--- src/hdl/core_pkg.sv ---
package core_pkg;

    // ************************************************
    // Encodings
    // ************************************************
    typedef enum logic [6:0] {
        opc_op     = 7'b0110011,  // ADD SUB AND OR
        opc_op_imm = 7'b0010011,  // ADDI
        opc_load   = 7'b0000011,  // LW
        opc_store  = 7'b0100011,  // SW
        opc_branch = 7'b1100011   // BEQ
    } opcode_e;

    typedef enum logic [1:0] {
        alu_add = 2'd0,
        alu_sub = 2'd1,
        alu_and = 2'd2,
        alu_or  = 2'd3
    } alu_op_e;

    typedef struct packed {
        logic [6:0] funct7;
        logic [4:0] rs2;
        logic [4:0] rs1;
        logic [2:0] funct3;
        logic [4:0] rd;
        opcode_e    opcode;
    } r_fmt_t;

    typedef struct packed {
        logic [6:0] imm_hi;
        logic [4:0] rs2;
        logic [4:0] rs1;
        logic [2:0] funct3;
        logic [4:0] imm_lo;
        opcode_e    opcode;
    } s_fmt_t;

    typedef union packed {
        r_fmt_t r;  // Also carries the I immediate
        s_fmt_t s;  // Also carries the B immediate
    } instr_u;

    localparam logic [31:0] NOP_INSTR = 32'h0000_0013;  // ADDI x0,x0,0

    // ************************************************
    // Pipeline records
    // ************************************************
    typedef struct packed {
        logic        valid;
        logic [4:0]  rd;
        logic [31:0] rs1_val;
        logic [31:0] rs2_val;
        logic [31:0] imm;
        alu_op_e     alu_op;
        logic        use_imm;
        logic        mem_read;
        logic        mem_write;
        logic        branch;
        logic        reg_write;
        logic [31:0] pc;
    } id_ex_t;

    typedef struct packed {
        logic        read;
        logic        write;
        logic [31:0] addr;
        logic [31:0] wdata;
    } dmem_req_t;

    typedef struct packed {
        logic        en;
        logic [4:0]  rd;
        logic [31:0] data;
    } wb_t;

    typedef struct packed {
        logic pc_write;
        logic if_id_write;
        logic if_id_flush;
        logic id_ex_enable;
        logic id_ex_bubble;
    } hazard_ctrl_t;

endpackage : core_pkg
--- src/hdl/pipe_core.sv ---
`timescale 1ns/1ps

module pipe_core #(
    parameter logic [31:0] PC_RESET = 32'h0
) (
    input  logic                clk,
    input  logic                rstN,
    output logic [31:0]         imem_addr,
    input  logic [31:0]         imem_data,
    output core_pkg::dmem_req_t dmem_req,
    input  logic [31:0]         dmem_rdata,
    input  logic                mem_ready,
    output core_pkg::wb_t       retire
);

    core_pkg::hazard_ctrl_t hazard_ctrl;
    core_pkg::id_ex_t       decoded;
    core_pkg::id_ex_t       id_ex;
    core_pkg::wb_t          wb;
    logic [4:0]             if_id_rs1;
    logic [4:0]             if_id_rs2;
    logic                   take_branch;
    logic [31:0]            branch_target;
    logic [31:0]            alu_result;
    logic                   mem_wait;
    logic                   mem_done;

    assign retire = wb;

    decode_stage #(
        .PC_RESET(PC_RESET)
    ) u_decode (
        .clk(clk), .rstN(rstN), .hazard_ctrl(hazard_ctrl), .branch_target(branch_target),
        .wb(wb), .imem_data(imem_data), .imem_addr(imem_addr),
        .if_id_rs1(if_id_rs1), .if_id_rs2(if_id_rs2), .decoded(decoded)
    );

    execute_stage u_execute (
        .clk(clk), .rstN(rstN), .hazard_ctrl(hazard_ctrl), .decoded(decoded),
        .id_ex(id_ex), .take_branch(take_branch), .branch_target(branch_target),
        .alu_result(alu_result), .dmem_req(dmem_req)
    );

    result_stage u_result (
        .clk(clk), .rstN(rstN), .id_ex(id_ex), .alu_result(alu_result),
        .dmem_rdata(dmem_rdata), .mem_wait(mem_wait), .mem_done(mem_done), .wb(wb)
    );

    hazard_unit u_hazard (
        .clk(clk), .rstN(rstN), .if_id_rs1(if_id_rs1), .if_id_rs2(if_id_rs2),
        .id_ex_rd(id_ex.rd), .id_ex_reg_write(id_ex.reg_write),
        .id_ex_mem_read(id_ex.mem_read), .id_ex_mem_write(id_ex.mem_write),
        .take_branch(take_branch), .mem_ready(mem_ready),
        .hazard_ctrl(hazard_ctrl), .mem_wait(mem_wait), .mem_done(mem_done)
    );

endmodule : pipe_core

--- src/hdl/result_stage.sv ---
`timescale 1ns/1ps

module result_stage (
    input  logic             clk,
    input  logic             rstN,
    input  core_pkg::id_ex_t id_ex,
    input  logic [31:0]      alu_result,
    input  logic [31:0]      dmem_rdata,
    input  logic             mem_wait,
    input  logic             mem_done,
    output core_pkg::wb_t    wb
);

    logic        res_valid;
    logic        res_reg_write;
    logic [4:0]  res_rd;
    logic [31:0] res_data;

    // ************************************************
    // EX/result register
    // ************************************************
    always_ff @(posedge clk) begin
        if (!rstN) begin
            res_valid <= 1'b0;
        end else begin
            res_valid <= id_ex.valid && !mem_wait;  // Bubble while memory is busy
        end
    end

    always_ff @(posedge clk) begin
        res_reg_write <= id_ex.reg_write;
        res_rd        <= id_ex.rd;
        if (mem_done && id_ex.mem_read) begin
            res_data <= dmem_rdata;  // Only valid on the completing cycle
        end else begin
            res_data <= alu_result;
        end
    end

    // Writeback record, also the retire port
    assign wb.en   = res_valid && res_reg_write && (res_rd != 5'd0);
    assign wb.rd   = res_rd;
    assign wb.data = res_data;

endmodule : result_stage

--- src/hdl/execute_stage.sv ---
`timescale 1ns/1ps

module execute_stage (
    input  logic                   clk,
    input  logic                   rstN,
    input  core_pkg::hazard_ctrl_t hazard_ctrl,
    input  core_pkg::id_ex_t       decoded,
    output core_pkg::id_ex_t       id_ex,
    output logic                   take_branch,
    output logic [31:0]            branch_target,
    output logic [31:0]            alu_result,
    output core_pkg::dmem_req_t    dmem_req
);

    logic [31:0] operand_b;

    // ************************************************
    // ID/EX register
    // ************************************************
    always_ff @(posedge clk) begin
        if (!rstN) begin
            id_ex <= '0;
        end else if (hazard_ctrl.id_ex_enable) begin
            if (hazard_ctrl.id_ex_bubble) begin
                id_ex <= '0;  // Empty slot, all flags low
            end else begin
                id_ex <= decoded;
            end
        end
    end

    // ************************************************
    // ALU and branch
    // ************************************************
    assign operand_b = id_ex.use_imm ? id_ex.imm : id_ex.rs2_val;

    always_comb begin
        case (id_ex.alu_op)
            core_pkg::alu_sub: alu_result = id_ex.rs1_val - operand_b;
            core_pkg::alu_and: alu_result = id_ex.rs1_val & operand_b;
            core_pkg::alu_or:  alu_result = id_ex.rs1_val | operand_b;
            default:           alu_result = id_ex.rs1_val + operand_b;  // ADD, ADDI, LW, SW
        endcase
    end

    assign take_branch   = id_ex.valid && id_ex.branch && (id_ex.rs1_val == id_ex.rs2_val);
    assign branch_target = id_ex.pc + id_ex.imm;

    // Held steady by the frozen ID/EX register
    always_comb begin
        dmem_req.read  = id_ex.valid && id_ex.mem_read;
        dmem_req.write = id_ex.valid && id_ex.mem_write;
        dmem_req.addr  = alu_result;
        dmem_req.wdata = id_ex.rs2_val;
    end

    assert property (@(posedge clk) disable iff (!rstN) !(dmem_req.read && dmem_req.write))
        else $error("read and write requested together");

endmodule : execute_stage

--- src/hdl/decode_stage.sv ---
`timescale 1ns/1ps

module decode_stage #(
    parameter logic [31:0] PC_RESET = 32'h0
) (
    input  logic                   clk,
    input  logic                   rstN,
    input  core_pkg::hazard_ctrl_t hazard_ctrl,
    input  logic [31:0]            branch_target,
    input  core_pkg::wb_t          wb,
    input  logic [31:0]            imem_data,
    output logic [31:0]            imem_addr,
    output logic [4:0]             if_id_rs1,
    output logic [4:0]             if_id_rs2,
    output core_pkg::id_ex_t       decoded
);

    logic [31:0]      pc;
    logic             if_id_valid;
    logic [31:0]      if_id_pc;
    core_pkg::instr_u if_id_instr;
    logic [31:0]      regs [32];
    logic [31:0]      rs1_val;
    logic [31:0]      rs2_val;
    logic [31:0]      imm_i;
    logic [31:0]      imm_s;
    logic [31:0]      imm_b;
    logic             uses_rs2;

    assign imem_addr = pc;

    always_ff @(posedge clk) begin
        if (!rstN) begin
            pc          <= PC_RESET;
            if_id_valid <= 1'b0;
        end else begin
            if (hazard_ctrl.pc_write) begin
                pc <= hazard_ctrl.if_id_flush ? branch_target : pc + 32'd4;
            end
            if (hazard_ctrl.if_id_flush) begin
                if_id_valid <= 1'b0;
            end else if (hazard_ctrl.if_id_write) begin
                if_id_valid <= 1'b1;
            end
        end
    end

    always_ff @(posedge clk) begin
        if (hazard_ctrl.if_id_flush) begin
            if_id_instr <= core_pkg::instr_u'(core_pkg::NOP_INSTR);
        end else if (hazard_ctrl.if_id_write) begin
            if_id_instr <= core_pkg::instr_u'(imem_data);
            if_id_pc    <= pc;
        end
    end

    // ************************************************
    // Register file, write-through on read
    // ************************************************
    always_ff @(posedge clk) begin
        if (wb.en && (wb.rd != 5'd0)) begin
            regs[wb.rd] <= wb.data;
        end
    end

    assign rs1_val = (if_id_instr.r.rs1 == 5'd0) ? 32'd0 :
                     (wb.en && (wb.rd == if_id_instr.r.rs1)) ? wb.data :
                     regs[if_id_instr.r.rs1];
    assign rs2_val = (if_id_instr.r.rs2 == 5'd0) ? 32'd0 :
                     (wb.en && (wb.rd == if_id_instr.r.rs2)) ? wb.data :
                     regs[if_id_instr.r.rs2];

    // Immediates from the two views of the word
    assign imm_i = {{20{if_id_instr.r.funct7[6]}}, if_id_instr.r.funct7, if_id_instr.r.rs2};
    assign imm_s = {{20{if_id_instr.s.imm_hi[6]}}, if_id_instr.s.imm_hi, if_id_instr.s.imm_lo};
    assign imm_b = {{19{if_id_instr.s.imm_hi[6]}}, if_id_instr.s.imm_hi[6],
                    if_id_instr.s.imm_lo[0], if_id_instr.s.imm_hi[5:0],
                    if_id_instr.s.imm_lo[4:1], 1'b0};

    assign if_id_rs1 = if_id_valid ? if_id_instr.r.rs1 : 5'd0;
    assign if_id_rs2 = uses_rs2 ? if_id_instr.r.rs2 : 5'd0;  // I-type has no rs2

    always_comb begin
        decoded         = '0;
        uses_rs2        = 1'b0;
        decoded.valid   = if_id_valid;
        decoded.pc      = if_id_pc;
        decoded.rs1_val = rs1_val;
        decoded.rs2_val = rs2_val;
        if (if_id_valid) begin
            case (if_id_instr.r.opcode)
                core_pkg::opc_op: begin
                    decoded.rd        = if_id_instr.r.rd;
                    decoded.reg_write = 1'b1;
                    uses_rs2          = 1'b1;
                    case (if_id_instr.r.funct3)
                        3'b111:  decoded.alu_op = core_pkg::alu_and;
                        3'b110:  decoded.alu_op = core_pkg::alu_or;
                        default: decoded.alu_op = if_id_instr.r.funct7[5] ?
                                                  core_pkg::alu_sub : core_pkg::alu_add;
                    endcase
                end
                core_pkg::opc_op_imm, core_pkg::opc_load: begin
                    decoded.rd        = if_id_instr.r.rd;
                    decoded.reg_write = 1'b1;
                    decoded.use_imm   = 1'b1;
                    decoded.imm       = imm_i;
                    decoded.mem_read  = (if_id_instr.r.opcode == core_pkg::opc_load);
                end
                core_pkg::opc_store: begin
                    decoded.use_imm   = 1'b1;
                    decoded.imm       = imm_s;
                    decoded.mem_write = 1'b1;
                    uses_rs2          = 1'b1;
                end
                core_pkg::opc_branch: begin
                    decoded.branch = 1'b1;
                    decoded.imm    = imm_b;
                    uses_rs2       = 1'b1;
                end
                default: ;  // Outside the subset, passes as a no-op
            endcase
        end
    end

    // Result stage never commits to x0
    assert property (@(posedge clk) disable iff (!rstN) wb.en |-> (wb.rd != 5'd0))
        else $error("writeback to x0");

endmodule : decode_stage

--- src/hdl/hazard_unit.sv ---
`timescale 1ns/1ps

module hazard_unit (
    input  logic                   clk,
    input  logic                   rstN,
    input  logic [4:0]             if_id_rs1,
    input  logic [4:0]             if_id_rs2,
    input  logic [4:0]             id_ex_rd,
    input  logic                   id_ex_reg_write,
    input  logic                   id_ex_mem_read,
    input  logic                   id_ex_mem_write,
    input  logic                   take_branch,
    input  logic                   mem_ready,
    output core_pkg::hazard_ctrl_t hazard_ctrl,
    output logic                   mem_wait,
    output logic                   mem_done
);

    typedef enum logic [2:0] {
        idle             = 3'd0,
        before_read_mem  = 3'd1,
        read_mem         = 3'd2,
        before_write_mem = 3'd3,
        write_mem        = 3'd4
    } state_t;

    state_t state;
    state_t next_state;
    logic   raw_hazard;

    // ************************************************
    // Memory wait FSM
    // ************************************************
    assign mem_done = ((state == read_mem) || (state == write_mem)) && mem_ready;
    assign mem_wait = ((state != idle) && !mem_done) ||
                      ((state == idle) && (id_ex_mem_read || id_ex_mem_write));

    always_ff @(posedge clk) begin
        if (!rstN) begin
            state <= idle;
        end else begin
            state <= next_state;
        end
    end

    always_comb begin
        next_state = state;
        case (state)
            idle: begin
                if (id_ex_mem_read) begin
                    next_state = before_read_mem;
                end else if (id_ex_mem_write) begin
                    next_state = before_write_mem;
                end
            end
            before_read_mem:  if (!mem_ready) next_state = read_mem;    // Wait for the drop
            read_mem:         if (mem_ready) next_state = idle;         // Data valid now
            before_write_mem: if (!mem_ready) next_state = write_mem;
            write_mem:        if (mem_ready) next_state = idle;
            default:          next_state = idle;
        endcase
    end

    // ************************************************
    // Pipeline enables
    // ************************************************
    assign raw_hazard = id_ex_reg_write && (id_ex_rd != 5'd0) &&
                        ((id_ex_rd == if_id_rs1) || (id_ex_rd == if_id_rs2));

    always_comb begin
        hazard_ctrl = '{pc_write: 1'b1, if_id_write: 1'b1, if_id_flush: 1'b0,
                        id_ex_enable: 1'b1, id_ex_bubble: 1'b0};
        if (mem_wait) begin  // Freeze everything
            hazard_ctrl.pc_write     = 1'b0;
            hazard_ctrl.if_id_write  = 1'b0;
            hazard_ctrl.id_ex_enable = 1'b0;
        end else if (take_branch) begin  // Kill two wrong-path slots
            hazard_ctrl.if_id_flush  = 1'b1;
            hazard_ctrl.id_ex_bubble = 1'b1;
        end else if (raw_hazard) begin  // One cycle, write-through covers the rest
            hazard_ctrl.pc_write     = 1'b0;
            hazard_ctrl.if_id_write  = 1'b0;
            hazard_ctrl.id_ex_bubble = 1'b1;
        end
    end

    // ID/EX stays frozen on the access while the FSM is busy
    assert property (@(posedge clk) disable iff (!rstN)
        (state != idle) |-> (id_ex_mem_read || id_ex_mem_write))
        else $error("memory FSM busy without a load or store in ID/EX");

endmodule : hazard_unit

--- config.mk ---
export PLATFORM = sky130hd
export DESIGN_NAME = pipe_core
export DESIGN_NICKNAME = d
export VERILOG_FILES = /design/src/hdl/core_pkg.sv /design/src/hdl/pipe_core.sv /design/src/hdl/result_stage.sv /design/src/hdl/execute_stage.sv /design/src/hdl/decode_stage.sv /design/src/hdl/hazard_unit.sv
export SDC_FILE = /design/constraint.sdc
export NUM_CORES = 2
export LEC_CHECK = 0
export BUFFER_PORTS_ARGS = -buffer_cell sky130_fd_sc_hd__buf_4
export CORE_ASPECT_RATIO = 0.75
export CORE_UTILIZATION = 50
export CTS_CLUSTER_DIAMETER = 200
export DETAILED_ROUTE_END_ITERATION = 8
export PLACE_DENSITY = 0.66
export SLEW_MARGIN = 20
export SYNTH_ARGS = -nofsm -noshare
export SYNTH_HDL_FRONTEND = slang
export SYNTH_SLANG_ARGS = --single-unit
--- constraint.sdc ---
create_clock -name clk -period 5.34 [get_ports clk]
set_input_delay 0.267 -clock clk [delete_from_list [all_inputs] [get_ports clk]]
set_output_delay 0.267 -clock clk [all_outputs]
set_load 0.05 [all_outputs]
==> flow_summary_export.csv <==
group,metric,value,unit
placed_design,placed_cell_area,67100,µm²
cts,cts_made_buffers,121,
min_path,hp-class,"input port to flop",
timing,worst_slew_pin_slew,1.22,ns
placed_design,place.gp.congestion,0.972,
cts,cts_tree,"done",
floorplan,die_y,309,µm
timing,rsz0062_at_grt,"true",
status,status,"finished, final reports clean",
synthesis,synth-main-ff-cell,"edfxtp_1",
grt,grt.total_usage,29.4,%
final_layout,fin_cells,5919,
placed_design,place_ws,0.154,ns
timing,period_share,99.1,%
final_layout,drive_gt1_share,32.6,%
final_layout,n_fill_cell,9369,
grt,met3_usage,5.83,%
final_layout,syn_to_final_growth,15.7,%
routing,dr.pass1.iters,5,
worst_setup_path,cp.arrival,5.03,ns
timing,holdWs,0.270,ns
final_layout,final_area,72600,µm²
synthesis,yosysTopAreaCell,"edfxtp_1",
grt,grt_pass1_vias,38300,
grt,grt_max_degree,103,
power_and_ir_drop,switchingPower,8.24,mW
cts,clock_path_buffers,3,
power_and_ir_drop,ir_worst_vdd,431,µV
worst_setup_path,crit_start,"u_execute.id_ex[36]",
power_and_ir_drop,pwr-share-seq,45.6,%
power_and_ir_drop,combPwrFrac,21.0,%
floorplan,start_util,50.4,%
routing,drt_wl_total,188,mm
power_and_ir_drop,power.internal,19.4,mW
synthesis,syn_inst,3840,
floorplan,io_pins,203,
routing,avgRoutedWirePerCell,31.7,µm
timing,setup_violations,0,
power_and_ir_drop,p_sw_share,29.8,%
routing,via_per_inst,6.71,
grt,overflow,0,
synthesis,ys_warn_count,0,
timing,finalClockSkew,0.0520,ns
cts,clkLatencyLatePin,0.78,ns
routing,via_count,39700,
timing,hold_viol_final,0,
worst_setup_path,worstPathMaxFanout,6,
job,max_cap_viol_count,0,
synthesis,ys_types,91,
grt,antenna_found_initial,3,
synthesis,synth_top_area_share,50.6,%
synthesis,yosysSeqAreaShare,58.2,%
floorplan,num_rows,112,
synthesis,syn_area_per_cell,16.3,µm²
floorplan,die-area,127000,µm²
synthesis,ys_ff_latch,1295,
floorplan,core-area,124000,µm²
timing,fin_tns_setup,0,ns
power_and_ir_drop,power_leakage,24.8,nW
cts,clk_pin_slew_worst_paths,0.07,ns
cts,root_buffer,"clkbuf_16",
routing,drtIter0Drc,5349,
min_path,min_from,"dmem_rdata[27]",
final_layout,most-common-layout-cells,"edfxtp_1, mux4_2, buf_4",
worst_setup_path,timing.rr.start,"u_execute.id_ex[36]",
timing,slew_violations,0,
timing,fmaxAchievable,189,MHz
worst_setup_path,worstPathRequired,5.07,ns
power_and_ir_drop,clkPwrFrac,33.4,%
power_and_ir_drop,power.density,381,nW/µm²
floorplan,dieWidth,411,µm
grt,met2_usage,44.3,%
grt,met1_usage,42.9,%
cts,clock_sinks,1295,
placed_design,dp_hpwl,120,mm
grt,top_usage_layer,"met2",
routing,ant_nets,0,
final_layout,nets,4294,
worst_setup_path,cp-start-kind,"flop",
routing,remaining_drc_errors,0,
timing,relSlewSlack,18.4,%
placed_design,port_buffers,202,
timing,worst_slack,0.0473,ns
final_layout,num_antenna_cells,0,
worst_setup_path,end_kind,"output pin",
timing,fin_crit,5.29,ns
synthesis,async_reset_ff_share,0,%
placed_design,placed_cells,5597,
synthesis,synthTopCellsByArea,"edfxtp_1, mux4_2, dfxtp_1, a21oi_1, ha_1",
final_layout,final_common_cell,"edfxtp_1",
synthesis,syn_area,62700,µm²
worst_setup_path,crit_type,"flop to output pin",
grt,grt_pass1_wl,269,mm
synthesis,synth_edf_count,1056,
cts,htreeDepth,3,
kinds of logic after synthesis:
logic type                 count (synthesis)  share of synthesized area (%)
and+or+nand+nor                          624                           4.81
buffers and inverters                    328                           2.34
AOI/OAI and AO/OA                        631                           6.46
other                                      1                        0.00598
xor gates and xnor gates                 132                           1.84
muxes                                    749                           24.8
adders and majority gates                 80                           1.57
DFF                                     1295                           58.2
synthesized netlist by cell type, types with 36 or more instances:
| master | number |
|---|---|
| xnor2_1 | 51 |
| nand3_1 | 37 |
| a21o_1 | 41 |
| a21oi_1 | 182 |
| mux2i_1 | 76 |
| a22o_1 | 76 |
| nor3_1 | 40 |
| inv_1 | 36 |
| xor2_1 | 81 |
| nor2_1 | 203 |
| buf_2 | 70 |
| o21ai_1 | 76 |
| ha_1 | 66 |
| o21ai_0 | 95 |
| nand2_1 | 183 |
| mux4_2 | 640 |
| clkbuf_1 | 162 |
| dfxtp_1 | 239 |
| edfxtp_1 | 1056 |
what timing repair did:
item,4_1_cts,5_1_grt
buffers inserted,14,11
hold endpoints to repair,98,0
endpoints found under the setup margin,14,12
pin swaps,9,28
hold buffers,66,0
resized for setup,9,80
sequential cells by signal (all words and copies together), names as in the netlist, named ones only:
name	flops
u_decode.regs	1024
u_execute.id_ex	90
u_decode.if_id_instr	32
u_decode.if_id_pc	32
u_decode.imem_addr	32
u_execute.dmem_req	32
u_result.res_data	32
u_result.res_rd	5
u_hazard.state	3
u_decode.if_id_valid	1
u_result.res_reg_write	1
u_result.res_valid	1
through the flow:
stage	util, %	power [mW]
final	58.3	27.7
after detailed placement	53.9	18.4
after CTS	58.0	27.6
after global placement	53.8	18.4
after global routing	58.3	28.4
after floorplan	-	16.3
path summary, 6_finish.rpt:
check / depth (start not counted) / endpoint / slack [ns]
max: 19 / dmem_req[63] / 0.05
min: 3 / u_result.res_data[27] / 0.27
max reg2reg: 19 / u_result.res_data[31] / 0.88
min reg2reg: 0 / u_result.res_reg_write / 0.38
per-layer routing:
metal  up-vias  wire length (µm)
met4         4              7170
met2      2214             85400
met3       337             18000
met1     20800             77000
li1      16400                 -
met5         -                24
layout make-up:
class,count,area (µm²),share of cell area (%)
clock inverters,72,993,1.37
clock buffers,158,3250,4.48
well taps,1653,2070,2.85
inverters,38,146,0.202
multi-input cells,2248,25600,35.2
flip-flops and latches,1295,36500,50.3
repair buffers,455,4050,5.58
power by group through the flow:
stage	logic, mW	registers [mW]	clock network, mW
after global placement	5.58	12.8	0
after detailed placement	5.61	12.8	0
final	5.80	12.6	9.24
after floorplan	2.80	13.5	0
after CTS	5.69	12.6	9.32
after global routing	6.09	12.6	9.67
critical path, stage by stage, from the launching register on:
cell,delay (ns)
dfxtp_4,0.43
buf_6,0.15
mux2_4,0.31
o21bai_4,0.19
nor3_2,0.16
buf_4,0.17
nand2_4,0.07
o31ai_4,0.25
buf_4,0.16
xnor2_2,0.10
o21ai_1,0.10
ha_1,0.33
and3_4,0.21
o2111ai_2,0.09
a211o_1,0.40
a311oi_4,0.39
nor2_2,0.09
o21ai_1,0.12
or3b_4,0.40
buf_8,0.16
(Power assumes the default switching activity.)
